[src/soc_bus_pkg.sv]
package soc_bus_pkg;

  typedef logic [31:0] bus_word_t;
  typedef logic [3:0] bus_be_t;
  typedef logic [23:0] vga_pixel_t;
  typedef logic [3:0] chip_select_t;

  // chip select codes
  localparam chip_select_t cs_none = 4'h0;
  localparam chip_select_t cs_vectors = 4'h1;
  localparam chip_select_t cs_scratch = 4'h3;
  localparam chip_select_t cs_ssram = 4'h6;

  // top address nibble
  localparam logic [3:0] region_alias = 4'h0;
  localparam logic [3:0] region_vectors = 4'h1;
  localparam logic [3:0] region_scratch = 4'h3;
  localparam logic [3:0] region_ssram = 4'h6;

  localparam int scratch_words = 4096;
  localparam int vector_words = 32;
  localparam int ssram_addr_width = 27;

  // controller states
  localparam logic [1:0] st_idle = 2'd0;
  localparam logic [1:0] st_access = 2'd1;
  localparam logic [1:0] st_ssram_wait = 2'd2;
  localparam logic [1:0] st_done = 2'd3;

  typedef struct packed {
    logic [3:0] region;
    logic [27:0] offset;
  } region_view_t;

  // bit 22 picks the chip
  typedef struct packed {
    logic [3:0] region;
    logic [4:0] unused;
    logic chip;
    logic [19:0] word_index;
    logic [1:0] byte_sel;
  } ssram_view_t;

  typedef union packed {
    region_view_t region_view;
    ssram_view_t ssram_view;
  } bus_addr_t;

endpackage

[src/master_mux.sv]
module master_mux (
  input logic clock,
  input logic reset,
  input logic grant,
  input soc_bus_pkg::bus_addr_t cpu_address,
  input soc_bus_pkg::bus_addr_t vga_address,
  input soc_bus_pkg::bus_word_t cpu_writedata,
  input soc_bus_pkg::bus_be_t cpu_be,
  output soc_bus_pkg::bus_addr_t bus_address,
  output soc_bus_pkg::bus_word_t bus_writedata,
  output soc_bus_pkg::bus_be_t bus_be
);

  // grant high selects vga
  always_ff @(posedge clock) begin
    if (reset) begin
      bus_address <= '0;
      bus_writedata <= '0;
      bus_be <= '0;
    end else if (grant) begin
      bus_address <= vga_address;
      // vga only reads whole words
      bus_writedata <= '0;
      bus_be <= '1;
    end else begin
      bus_address <= cpu_address;
      bus_writedata <= cpu_writedata;
      bus_be <= cpu_be;
    end
  end

endmodule

[config.mk]
export PLATFORM = sky130hd
export DESIGN_NAME = master_mux
export DESIGN_NICKNAME = d
export VERILOG_FILES = /design/src/soc_bus_pkg.sv /design/src/master_mux.sv
export SDC_FILE = /design/constraint.sdc
export NUM_CORES = 1
export LEC_CHECK = 0
export ABC_CLOCK_PERIOD_IN_PS = 900
export BUFFER_PORTS_ARGS = -buffer_cell sky130_fd_sc_hd__buf_2
export CAP_MARGIN = 20
export CORE_UTILIZATION = 39
export CTS_CLUSTER_SIZE = 10
export DETAILED_ROUTE_END_ITERATION = 10
export PLACE_DENSITY = 0.86
export SLEW_MARGIN = 25
export SYNTH_ARGS = -nofsm -noshare
export SYNTH_HDL_FRONTEND = slang
export SYNTH_SLANG_ARGS = --single-unit
export TNS_END_PERCENT = 1
[constraint.sdc]
create_clock -name clock -period 0.9 [get_ports clock]
set_input_delay 0 -clock clock [delete_from_list [all_inputs] [get_ports clock]]
set_output_delay 0 -clock clock [all_outputs]
set_load 0.01 [all_outputs]
==> results.md, run 1 <==
- Cts hold-fix bufs: 101
- Dpl hpwl: 3770 µm
- Main combinational cell family by area after synthesis: simple AND/OR/NAND/NOR gates
- IO Pins: 171
- Post-Synthesis Cells: 184
- Simple-gate share of the synthesized area: 0.170
- Multiplexer share of the synthesized area: 0.147
- Clock Tree Root: clkbuf_8
- GP Congestion: 0.696
- Synth top area share: 0.625
- CTS buffer count: 9
- Seq cells post-synth: 68
- Post-synthesis xor/xnor area fraction: 0
- Cell row count: 26
- Synthesized area: 2180 µm²
- Port Buffer Count: 170
- CTS max path bufs: 2
- Syn Area/Cell: 11.8 µm²
- Dominant cells by area after synthesis: dfxtp_1, mux2i_1, and2_1, nor2_1, buf_12
- Compound-gate portion of the synthesized area: 0
- Seq/Total Area, Yosys: 0.625
- Post-synthesis adder-cell area fraction: 0
- Post-synth cell types: 8
- Initial core utilization: 0.416
- Chip Width: 76.7 µm
- Run Error: [ERROR RSZ-0060] Max buffer count reached.
- Yosys warnings: 0
- CTS H-tree lvls: 3
- Clk sinks: 68
- Post-CTS Setup Repair Bufs: 0
- Post-CTS sizing: 0
- Pre-CTS WS: 0.0423 ns
- Placed Area: 3030 µm²
- Synth area leader: dfxtp_1
- Status: stopped before the end
- Die extent in y: 76.7 µm
- Syn_nets: 287
- Failed at: 4_1_cts
per-stage QoR:
step | hold slack (ns) | cells
3_3_place_gp | 0.200 | 417
2_1_floorplan | 0.116 | 184
3_5_place_dp | 0.203 | 417
cells by family after synthesis:
| group | count (synthesis) |
|---|---|
| buffers and inverters | 11 |
| flip-flops | 68 |
| multiplexers | 32 |
| AND/OR/NAND/NOR | 73 |
Yosys cell counts (all sizes together):
library cell	count
and2	32
buf	11
nor2	41
dfxtp	68
mux2i	32
==> inputs of run 2 (changes only) <==
--- a/config.mk
+++ b/config.mk
@@ -8,10 +8,9 @@
 export ABC_CLOCK_PERIOD_IN_PS = 900
 export BUFFER_PORTS_ARGS = -buffer_cell sky130_fd_sc_hd__buf_2
 export CAP_MARGIN = 20
-export CORE_UTILIZATION = 39
-export CTS_CLUSTER_SIZE = 10
+export CORE_UTILIZATION = 25
 export DETAILED_ROUTE_END_ITERATION = 10
-export PLACE_DENSITY = 0.86
+export PLACE_DENSITY_LB_ADDON = 0.15
 export SLEW_MARGIN = 25
 export SYNTH_ARGS = -nofsm -noshare
 export SYNTH_HDL_FRONTEND = slang
==> results.md, run 2 <==
- Post-Synthesis Cells: 184 (unchanged)
- Dominant cells by area after synthesis: dfxtp_1, mux2i_1, and2_1, nor2_1, buf_12 (unchanged)
- Sw Share: 0.218
- Dpl hpwl: 4200 µm (was 3770 µm)
- CP required: 0.90 ns
- Met2 Use GR: 0.290
- Family with the most delay on the worst path: flip-flops
- Status: complete, no violations (was stopped before the end)
- Commonest cells after routing, fill and taps aside: buf_2, dlygate4sd3_1, dfxtp_1
- Largest net degree at the start of global routing: 33
- IO Pins: 171 (unchanged)
- Crit-path cells: buf_2
- Final ANT Viol Nets: 0
- Worst VDD drop: 1.07 mV
- Static Leak: 2.24 nW
- Synth area leader: dfxtp_1 (unchanged)
- Cell row count: 33 (was 26)
- Diode count: 0
- CP peak stage delay: 0.33 ns
- Nets: 562
- CP Launch Type: flop
- Port Buffer Count: 170 (unchanged)
- Vias: 2240
- Grt total ovfl: 0
- Seq/Total Area, Yosys: 0.625 (unchanged)
- Synthesized area: 2180 µm² (unchanged)
- Worst-Margin Slew: 0.337 ns
- Syn_nets: 287 (unchanged)
- Final setup fails: 0
- First-pass GRT wire length: 10900 µm
- Total power: 0.00739 W
- WS Path Type: reg2out
- Worst-path maximum fanout: 1
- CP Capture Type: output port
- Remaining DRCs: 0
- Yosys warnings: 0 (unchanged)
- Synth top area share: 0.625 (unchanged)
- Fill count: 766
- CTS buffer count: 9 (unchanged)
- Setup TNS: 0 ns
- Peak Freq: 1.26 GHz
- Cell internal pwr: 0.00578 W
- DR vias/cell: 3.94
- Clk sinks: 68 (unchanged)
- CTS tree: yes
- Die extent in y: 95.3 µm (was 76.7 µm)
- Util after Layout: 0.521
- Seq cells post-synth: 68 (unchanged)
- CTS H-tree lvls: 3 (unchanged)
- Layout cell share with drive strength beyond 1: 0.414
- Syn Area/Cell: 11.8 µm² (unchanged)
- Hold Vio Cnt, Final: 0
- Total GRT Usage: 0.161
- Pwr Density: 1700 nW/µm²
- Commonest non-fill, non-tap cell in the layout: buf_2
- Routed wire length: 6980 µm
- Fin crit period: 0.792 ns
- Final cycle utilization of the critical path: 0.880
- Post-synth top cells: dfxtp_1, nor2_1, and2_1, mux2i_1 (unchanged)
- DR iter-0 viols: 25
- Chip Width: 95.3 µm (was 76.7 µm)
- Hold Path Origin: reset
- Vias in the first global route: 2413
- Crit path launch: bus_address[20]
- Post-CTS sizing: 0 (unchanged)
- Top_reg_cell synth: dfxtp_1 (unchanged)
- Initial core utilization: 0.261 (was 0.416)
- GP Congestion: 0.677 (was 0.696)
- Hold WC Path Type: in2reg
- Largest registers: bus_address (32), bus_writedata (32), bus_be (4)
- Asr flop ratio synth: 0 (unchanged)
- Slowest-stage cell, CP: dfxtp_1
- Worst EP arrival: 0.79 ns
- Max-slew violation count: 0
- Core ar.: 8340 µm²
- Net Switching: 0.00161 W
- Busiest grt layer: met2
- Post-synth cell types: 8 (unchanged)
- M1 GR Usage: 0.161
- Initial antenna violation count: 0
- Sequential power share: 0.434
- RSZ-0062 raised after global routing: false
- Critical path buffers and inverters: 1
- CTS max path bufs: 2 (unchanged)
- Die area: 9090 µm²
- Hold_ws: 0.119 ns
- Met3 Use GR: 0.0694
- Clk pwr share: 0.415
- Worst-path clk slew: 0.08 ns
- # Max-Cap Violations: 0
- Drt wl/cell: 12.3 µm
- Post-synth EDFFs: 0 (unchanged)
- Drt pass-1 iters: 5
- Combinational share of power: 0.151
- Count leader, synth: dfxtp_1 (unchanged)
- Slew HR: 0.775
- Clock Tree Root: clkbuf_8 (unchanged)
- Area Growth Syn to Fin: 99.7%
## run 2: cell counts after synthesis
Identical to the previous run, type by type.
## run 2: cells by family after synthesis
family | synth area share
AND/OR/NAND/NOR | 0.170
flip-flops | 0.625
buffers and inverters | 0.0575
multiplexers | 0.147
## run 2: final cells by class
cell class,count,area [µm²],share of cell area
Multi-Input combinational cell,105,691,0.159
Tap cell,105,131,0.0302
Timing Repair Buffer,275,1910,0.440
Clock inverter,6,111,0.0256
Sequential cell,68,1360,0.313
Clock buffer,10,138,0.0317
## run 2: path summary, 6_finish.rpt
path,endpoint,slack [ns],cells past startpoint
worst max-delay path,bus_address[20],0.11,1
worst min-delay path,bus_writedata[27],0.12,3
## run 2: what timing repair did
action | CTS | global route
endpoints found under the hold margin | 68 | 0
buffers inserted | 0 | 0
hold buffers | 100 | 0
## run 2: power by group through the flow
stage | Clock [W] | Combinational [W] | Sequential (W)
floorplan | 0 | 0.000284 | 0.00337
global placement | 0 | 0.000777 | 0.00327
detailed placement | 0 | 0.000778 | 0.00328
CTS | 0.00319 | 0.00111 | 0.00321
global route | 0.00328 | 0.00124 | 0.00322
finish | 0.00306 | 0.00112 | 0.00321
## run 2: per-stage QoR
stage                     instances  worst slack [ns]  instance area, µm²
after global placement          453            0.0365                3100
final                           569             0.108                4350
after detailed placement        453            0.0109                3100
after floorplan                 184             0.250                2180
after global routing            569            0.0402                4350
after CTS                       569            0.0696                4350
## run 2: per-layer routing
| metal | vias to the layer above | wire (µm) |
|---|---|---|
| li1 | 1129 | - |
| met1 | 973 | 2690 |
| met2 | 124 | 3410 |
| met3 | 14 | 719 |
| met4 | 0 | 160 |
| met5 | - | 0 |
Power figures use the tool's default switching activity.
==> inputs of run 3 (changes only) <==
==> constraint.sdc (replaced) <==
create_clock -name clock -period 0.9 [get_ports clock]
set_input_delay 0.18 -clock clock [delete_from_list [all_inputs] [get_ports clock]]
set_output_delay 0.18 -clock clock [all_outputs]
set_load 0.01 [all_outputs]
==> results.md, run 3 (synthesis gave the netlist of run 2 again) <==
- Slew HR: 0.886 (was 0.775)
- Initial core utilization: 0.261 (unchanged)
- Remaining DRCs: 0 (unchanged)
- First-pass GRT wire length: 8290 µm (was 10900 µm)
- Clock Tree Root: clkbuf_8 (unchanged)
- Fin crit period: 0.951 ns (was 0.792 ns)
- RSZ-0062 raised after global routing: true (was false)
- Die extent in y: 95.3 µm (unchanged)
- CP Launch Type: flop (unchanged)
- Largest net degree at the start of global routing: 27 (was 33)
- Final setup fails: 68 (was 0)
- Combinational share of power: 0.121 (was 0.151)
- DR iter-0 viols: 11 (was 25)
- Final cycle utilization of the critical path: 1.06 (was 0.880)
- Status: complete, but fails checks (was complete, no violations)
- Final ANT Viol Nets: 0 (unchanged)
- Hold endpoint: bus_writedata[18] (was bus_writedata[27])
- Clk pwr share: 0.427 (was 0.415)
- Hold Path Origin: cpu_writedata[18] (was reset)
- Total GRT Usage: 0.122 (was 0.161)
- Static Leak: 1.90 nW (was 2.24 nW)
- Largest registers: bus_address (32), bus_writedata (32), bus_be (4) (unchanged)
- Commonest non-fill, non-tap cell in the layout: buf_2 (unchanged)
- Layout cell share with drive strength beyond 1: 0.609 (was 0.414)
- Slowest-stage cell, CP: dfxtp_1 (unchanged)
- Worst-Margin Slew: 0.166 ns (was 0.337 ns)
- Net Switching: 0.00155 W (was 0.00161 W)
- Dpl hpwl: 4210 µm (was 4200 µm)
- Critical path buffers and inverters: 1 (unchanged)
- CTS max path bufs: 2 (unchanged)
- DR vias/cell: 3.95 (was 3.94)
- Commonest cells after routing, fill and taps aside: buf_2, nor2_1, dfxtp_1 (was buf_2, dlygate4sd3_1, dfxtp_1)
- Clk sinks: 68 (unchanged)
- # Max-Cap Violations: 0 (unchanged)
- Family with the most delay on the worst path: flip-flops (unchanged)
- Post-CTS Setup Repair Bufs: 0 (unchanged)
- Failing checks: setup timing
- Worst EP arrival: 0.77 ns (was 0.79 ns)
- Fill count: 842 (was 766)
- CTS tree: yes (unchanged)
- Vias: 1870 (was 2240)
- Max-slew violation count: 0 (unchanged)
- Area Growth Syn to Fin: 65.9% (was 99.7%)
- Port Buffer Count: 170 (unchanged)
- Worst VDD drop: 0.895 mV (was 1.07 mV)
- CP required: 0.72 ns (was 0.90 ns)
- Core ar.: 8340 µm² (unchanged)
- Die area: 9090 µm² (unchanged)
- Worst-path maximum fanout: 1 (unchanged)
- CTS H-tree lvls: 3 (unchanged)
- Drt wl/cell: 11.5 µm (was 12.3 µm)
- Worst hold path depth: 2 (was 3)
- Peak Freq: 1.05 GHz (was 1.26 GHz)
- Worst-path clk slew: 0.08 ns (about the same)
- Chip Width: 95.3 µm (unchanged)
- Pre-CTS WS: -0.0734 ns (was 0.0109 ns)
- Worst setup margin: -0.0508 ns (was 0.108 ns)
- IO Pins: 171 (unchanged)
- Hold WC Path Type: in2reg (unchanged)
- WS Path Type: reg2out (unchanged)
- Drt pass-1 iters: 3 (was 5)
- Nets: 466 (was 562)
- Diode count: 0 (unchanged)
- Sw Share: 0.217 (was 0.218)
- Pwr Density: 1980 nW/µm² (was 1700 nW/µm²)
- Sequential power share: 0.452 (was 0.434)
- Grt total ovfl: 0 (unchanged)
- Initial antenna violation count: 0 (unchanged)
- CTS buffer count: 9 (unchanged)
- Vias in the first global route: 1839 (was 2413)
- Hold Vio Cnt, Final: 0 (unchanged)
- Cell row count: 33 (unchanged)
- GP Congestion: 0.671 (was 0.677)
- Routed wire length: 5430 µm (was 6980 µm)
- CP Capture Type: output port (unchanged)
- Util after Layout: 0.433 (was 0.521)
- CP peak stage delay: 0.31 ns (was 0.33 ns)
- Crit-path cells: buf_2 (unchanged)
- Cell internal pwr: 0.00560 W (was 0.00578 W)
[run 3: cell types whose count changed in the layout (fill, tap and decap cells not counted)]
cell           change
dlygate4sd3_1    -100
buf_2             -28
buf_6             +28
dfxtp_1           -28
dfxtp_2           +28
buf_12             +2
buf_4              +2
[run 3: layout make-up]
class / count / area, µm² / area share
clock buffers: 10 / 138 / 0.0381
clock inverters: 6 / 111 / 0.0308
repair buffers: 179 / 1140 / 0.317
well taps: 105 / 131 / 0.0364
flip-flops and latches: 68 / 1400 / 0.387
multi-input cells: 105 / 691 / 0.191
[run 3: layer usage]
layer  up-vias  GRT usage  share of wire
met3        10     0.0662           0.14
met5         -          0              0
met4         0     0.0568          0.018
met1       810      0.123           0.39
met2       116      0.207           0.45
li1        934          -              -
[run 3: worst max-delay path by stage]
stage	cells after the start	from	slack, ns	endpoint
3_3_place_gp	4	grant	-0.06	bus_address[27]
2_1_floorplan	4	grant	0.07	bus_address[10]
4_1_cts	1	bus_address[30]	-0.09	bus_address[30]
5_1_grt	1	bus_address[21]	-0.10	bus_address[21]
3_5_place_dp	5	grant	-0.07	bus_writedata[7]
6_report	1	bus_address[25]	-0.05	bus_address[25]
[run 3: power groups by stage]
stage | clock [W] | sequential, W | combinational [W]
after CTS | 0.00319 | 0.00322 | 0.000838
after global routing | 0.00332 | 0.00325 | 0.000963
final | 0.00306 | 0.00323 | 0.000864
after detailed placement | 0 | 0.00328 | 0.000805
after global placement | 0 | 0.00327 | 0.000802
after floorplan | 0 | 0.00337 | 0.000284
[run 3: timing repair]
action	4_1_cts	5_1_grt
gates resized for setup	21	36
hold buffers	0	0
setup endpoints to repair	68	68
[run 3: metrics by stage]
| stage | TNS [ns] | hold slack (ns) | power, W | cell area [µm²] | cells |
|---|---|---|---|---|---|
| final | -2.51 | 0.0397 | 0.00716 | 3610 | 473 |
| after global routing | -5.79 | 0.0220 | 0.00754 | 3610 | 473 |
| after CTS | -4.63 | 0.0177 | 0.00724 | 3480 | 473 |
| after detailed placement | -2.72 | 0.383 | 0.00408 | 3150 | 457 |
| after global placement | -2.08 | 0.382 | 0.00408 | 3150 | 457 |
| after floorplan | 0 | 0.296 | 0.00366 | 2180 | 184 |
==> inputs of run 4 (changes only) <==
--- a/config.mk
+++ b/config.mk
@@ -5,7 +5,7 @@
 export SDC_FILE = /design/constraint.sdc
 export NUM_CORES = 1
 export LEC_CHECK = 0
-export ABC_CLOCK_PERIOD_IN_PS = 900
+export ABC_CLOCK_PERIOD_IN_PS = 1100
 export BUFFER_PORTS_ARGS = -buffer_cell sky130_fd_sc_hd__buf_2
 export CAP_MARGIN = 20
 export CORE_UTILIZATION = 25
==> constraint.sdc (replaced) <==
create_clock -name clock -period 1.1 [get_ports clock]
set_input_delay 0.22 -clock clock [delete_from_list [all_inputs] [get_ports clock]]
set_output_delay 0.22 -clock clock [all_outputs]
set_load 0.01 [all_outputs]
==> results.md, run 4 (synthesis gave the netlist of run 2 again) <==
- Status: complete, no violations (was complete, but fails checks)
- Nets: 462 (was 466)
- Initial core utilization: 0.261 (unchanged)
- Crit-path cells: buf_2 (unchanged)
- Drt pass-1 iters: 3 (unchanged)
- Hold_ws: 0.0793 ns (was 0.0397 ns)
- CTS buffer count: 9 (unchanged)
- Clk sinks: 68 (unchanged)
- Routed wire length: 5410 µm (was 5430 µm)
- Final ANT Viol Nets: 0 (unchanged)
- Largest net degree at the start of global routing: 33 (was 27)
- Hold WC Path Type: in2reg (unchanged)
- CP Capture Type: output port (unchanged)
- Peak Freq: 0.992 GHz
- # placed instances: 453 (was 457)
- Layout cell share with drive strength beyond 1: 0.527 (was 0.609)
- WS Path Type: reg2out (unchanged)
- RSZ-0062 raised after global routing: false (was true)
- Diode count: 0 (unchanged)
- CP required: 0.88 ns (was 0.72 ns)
- Commonest non-fill, non-tap cell in the layout: buf_2 (unchanged)
- Static Leak: 1.83 nW (was 1.90 nW)
- Commonest cells after routing, fill and taps aside: buf_2, dfxtp_1, nor2_1 (was buf_2, nor2_1, dfxtp_1)
- Vias: 1848 (was 1870)
- Die area: 9090 µm² (unchanged)
- Drt wl/cell: 11.5 µm (about the same)
- Critical path buffers and inverters: 1 (unchanged)
- Final setup fails: 0 (was 68)
- Slew HR: 0.775 (was 0.886)
- Placed Area: 3100 µm² (was 3150 µm²)
- Cell row count: 33 (unchanged)
- DR vias/cell: 3.94 (was 3.95)
- Sequential power share: 0.457 (was 0.452)
- Largest registers: bus_address (32), bus_writedata (32), bus_be (4) (unchanged)
- CTS H-tree lvls: 3 (unchanged)
- Pwr Density: 1710 nW/µm² (was 1980 nW/µm²)
- Remaining DRCs: 0 (unchanged)
- Worst-Margin Slew: 0.337 ns (was 0.166 ns)
- Clk pwr share: 0.434 (was 0.427)
- Net Switching: 0.00124 W (was 0.00155 W)
- Post-CTS Setup Repair Bufs: 0 (unchanged)
- Vias in the first global route: 1894 (was 1839)
- Worst EP arrival: 0.79 ns (was 0.77 ns)
- Die extent in y: 95.3 µm (unchanged)
- Chip Width: 95.3 µm (unchanged)
- Setup TNS: 0 ns (was -2.51 ns)
- Fin crit period: 1.01 ns
- First-pass GRT wire length: 8490 µm (was 8290 µm)
- CTS tree: yes (unchanged)
- Post-CTS sizing: 0 (was 21)
- # Max-Cap Violations: 0 (unchanged)
- Sw Share: 0.216 (was 0.217)
- Port Buffer Count: 170 (unchanged)
- Worst-path clk slew: 0.07 ns (was 0.08 ns)
- CP peak stage delay: 0.32 ns (was 0.31 ns)
- GP Congestion: 0.677 (was 0.671)
- Hold Vio Cnt, Final: 0 (unchanged)
- Combinational share of power: 0.108 (was 0.121)
- Family with the most delay on the worst path: flip-flops (unchanged)
- Cell internal pwr: 0.00449 W (was 0.00560 W)
- Area Growth Syn to Fin: 53.7% (was 65.9%)
- CTS max path bufs: 2 (unchanged)
- Register area: 1360 µm² (was 1400 µm²)
- Max-slew violation count: 0 (unchanged)
- Layout Cells excl Fill: 469 (was 473)
- IO Pins: 171 (unchanged)
- Worst VDD drop: 0.693 mV (was 0.895 mV)
- Grt total ovfl: 0 (unchanged)
- Final cycle utilization of the critical path: 0.917
- Clock Tree Root: clkbuf_8 (unchanged)
- Multi-input logic area: 691 µm² (unchanged)
- Util after Layout: 0.401 (was 0.433)
- Worst-path maximum fanout: 1 (unchanged)
- Slowest-stage cell, CP: dfxtp_1 (unchanged)
- Cts hold-fix bufs: 0 (unchanged)
- DR iter-0 viols: 18 (was 11)
- Core ar.: 8340 µm² (unchanged)
- Final instance area: 3350 µm² (was 3610 µm²)
- CP Launch Type: flop (unchanged)
- Fill count: 867 (was 842)
- Initial antenna violation count: 0 (unchanged)
- Total GRT Usage: 0.127 (was 0.122)
- Dpl hpwl: 4180 µm (was 4210 µm)
run 4: worst paths after layout:
check | start | to | slack (ns) | cells past startpoint
max | bus_address[20] | bus_address[20] | 0.09 | 1
min | cpu_writedata[11] | bus_writedata[11] | 0.08 | 2
run 4: routing by layer:
metal,routed length (µm),GRT usage,vias to the layer above
li1,-,-,928
met1,2020,0.129,799
met2,2480,0.211,116
met3,854,0.0813,5
met4,61,0.0417,0
met5,0,0,-
run 4: layout make-up:
cell class              count  area share
repair buffers            175       0.273
multi-input cells         105       0.206
well taps                 105      0.0393
flip-flops and latches     68       0.407
clock inverters             6      0.0333
clock buffers              10      0.0411
run 4: power groups by stage:
| stage | clock, W | combinational [W] | sequential, W |
|---|---|---|---|
| 6_report | 0.00249 | 0.000621 | 0.00262 |
| 3_5_place_dp | 0 | 0.000637 | 0.00268 |
| 4_1_cts | 0.00259 | 0.000639 | 0.00262 |
| 5_1_grt | 0.00270 | 0.000704 | 0.00264 |
| 2_1_floorplan | 0 | 0.000233 | 0.00276 |
| 3_3_place_gp | 0 | 0.000636 | 0.00268 |
run 4: stage by stage:
| step | total power (W) | worst slack (ns) |
|---|---|---|
| finish | 0.00573 | 0.0916 |
| global route | 0.00604 | 0.0333 |
| global placement | 0.00331 | 0.0162 |
| floorplan | 0.00299 | 0.230 |
| detailed placement | 0.00332 | -0.0159 |
| CTS | 0.00586 | 0.0563 |
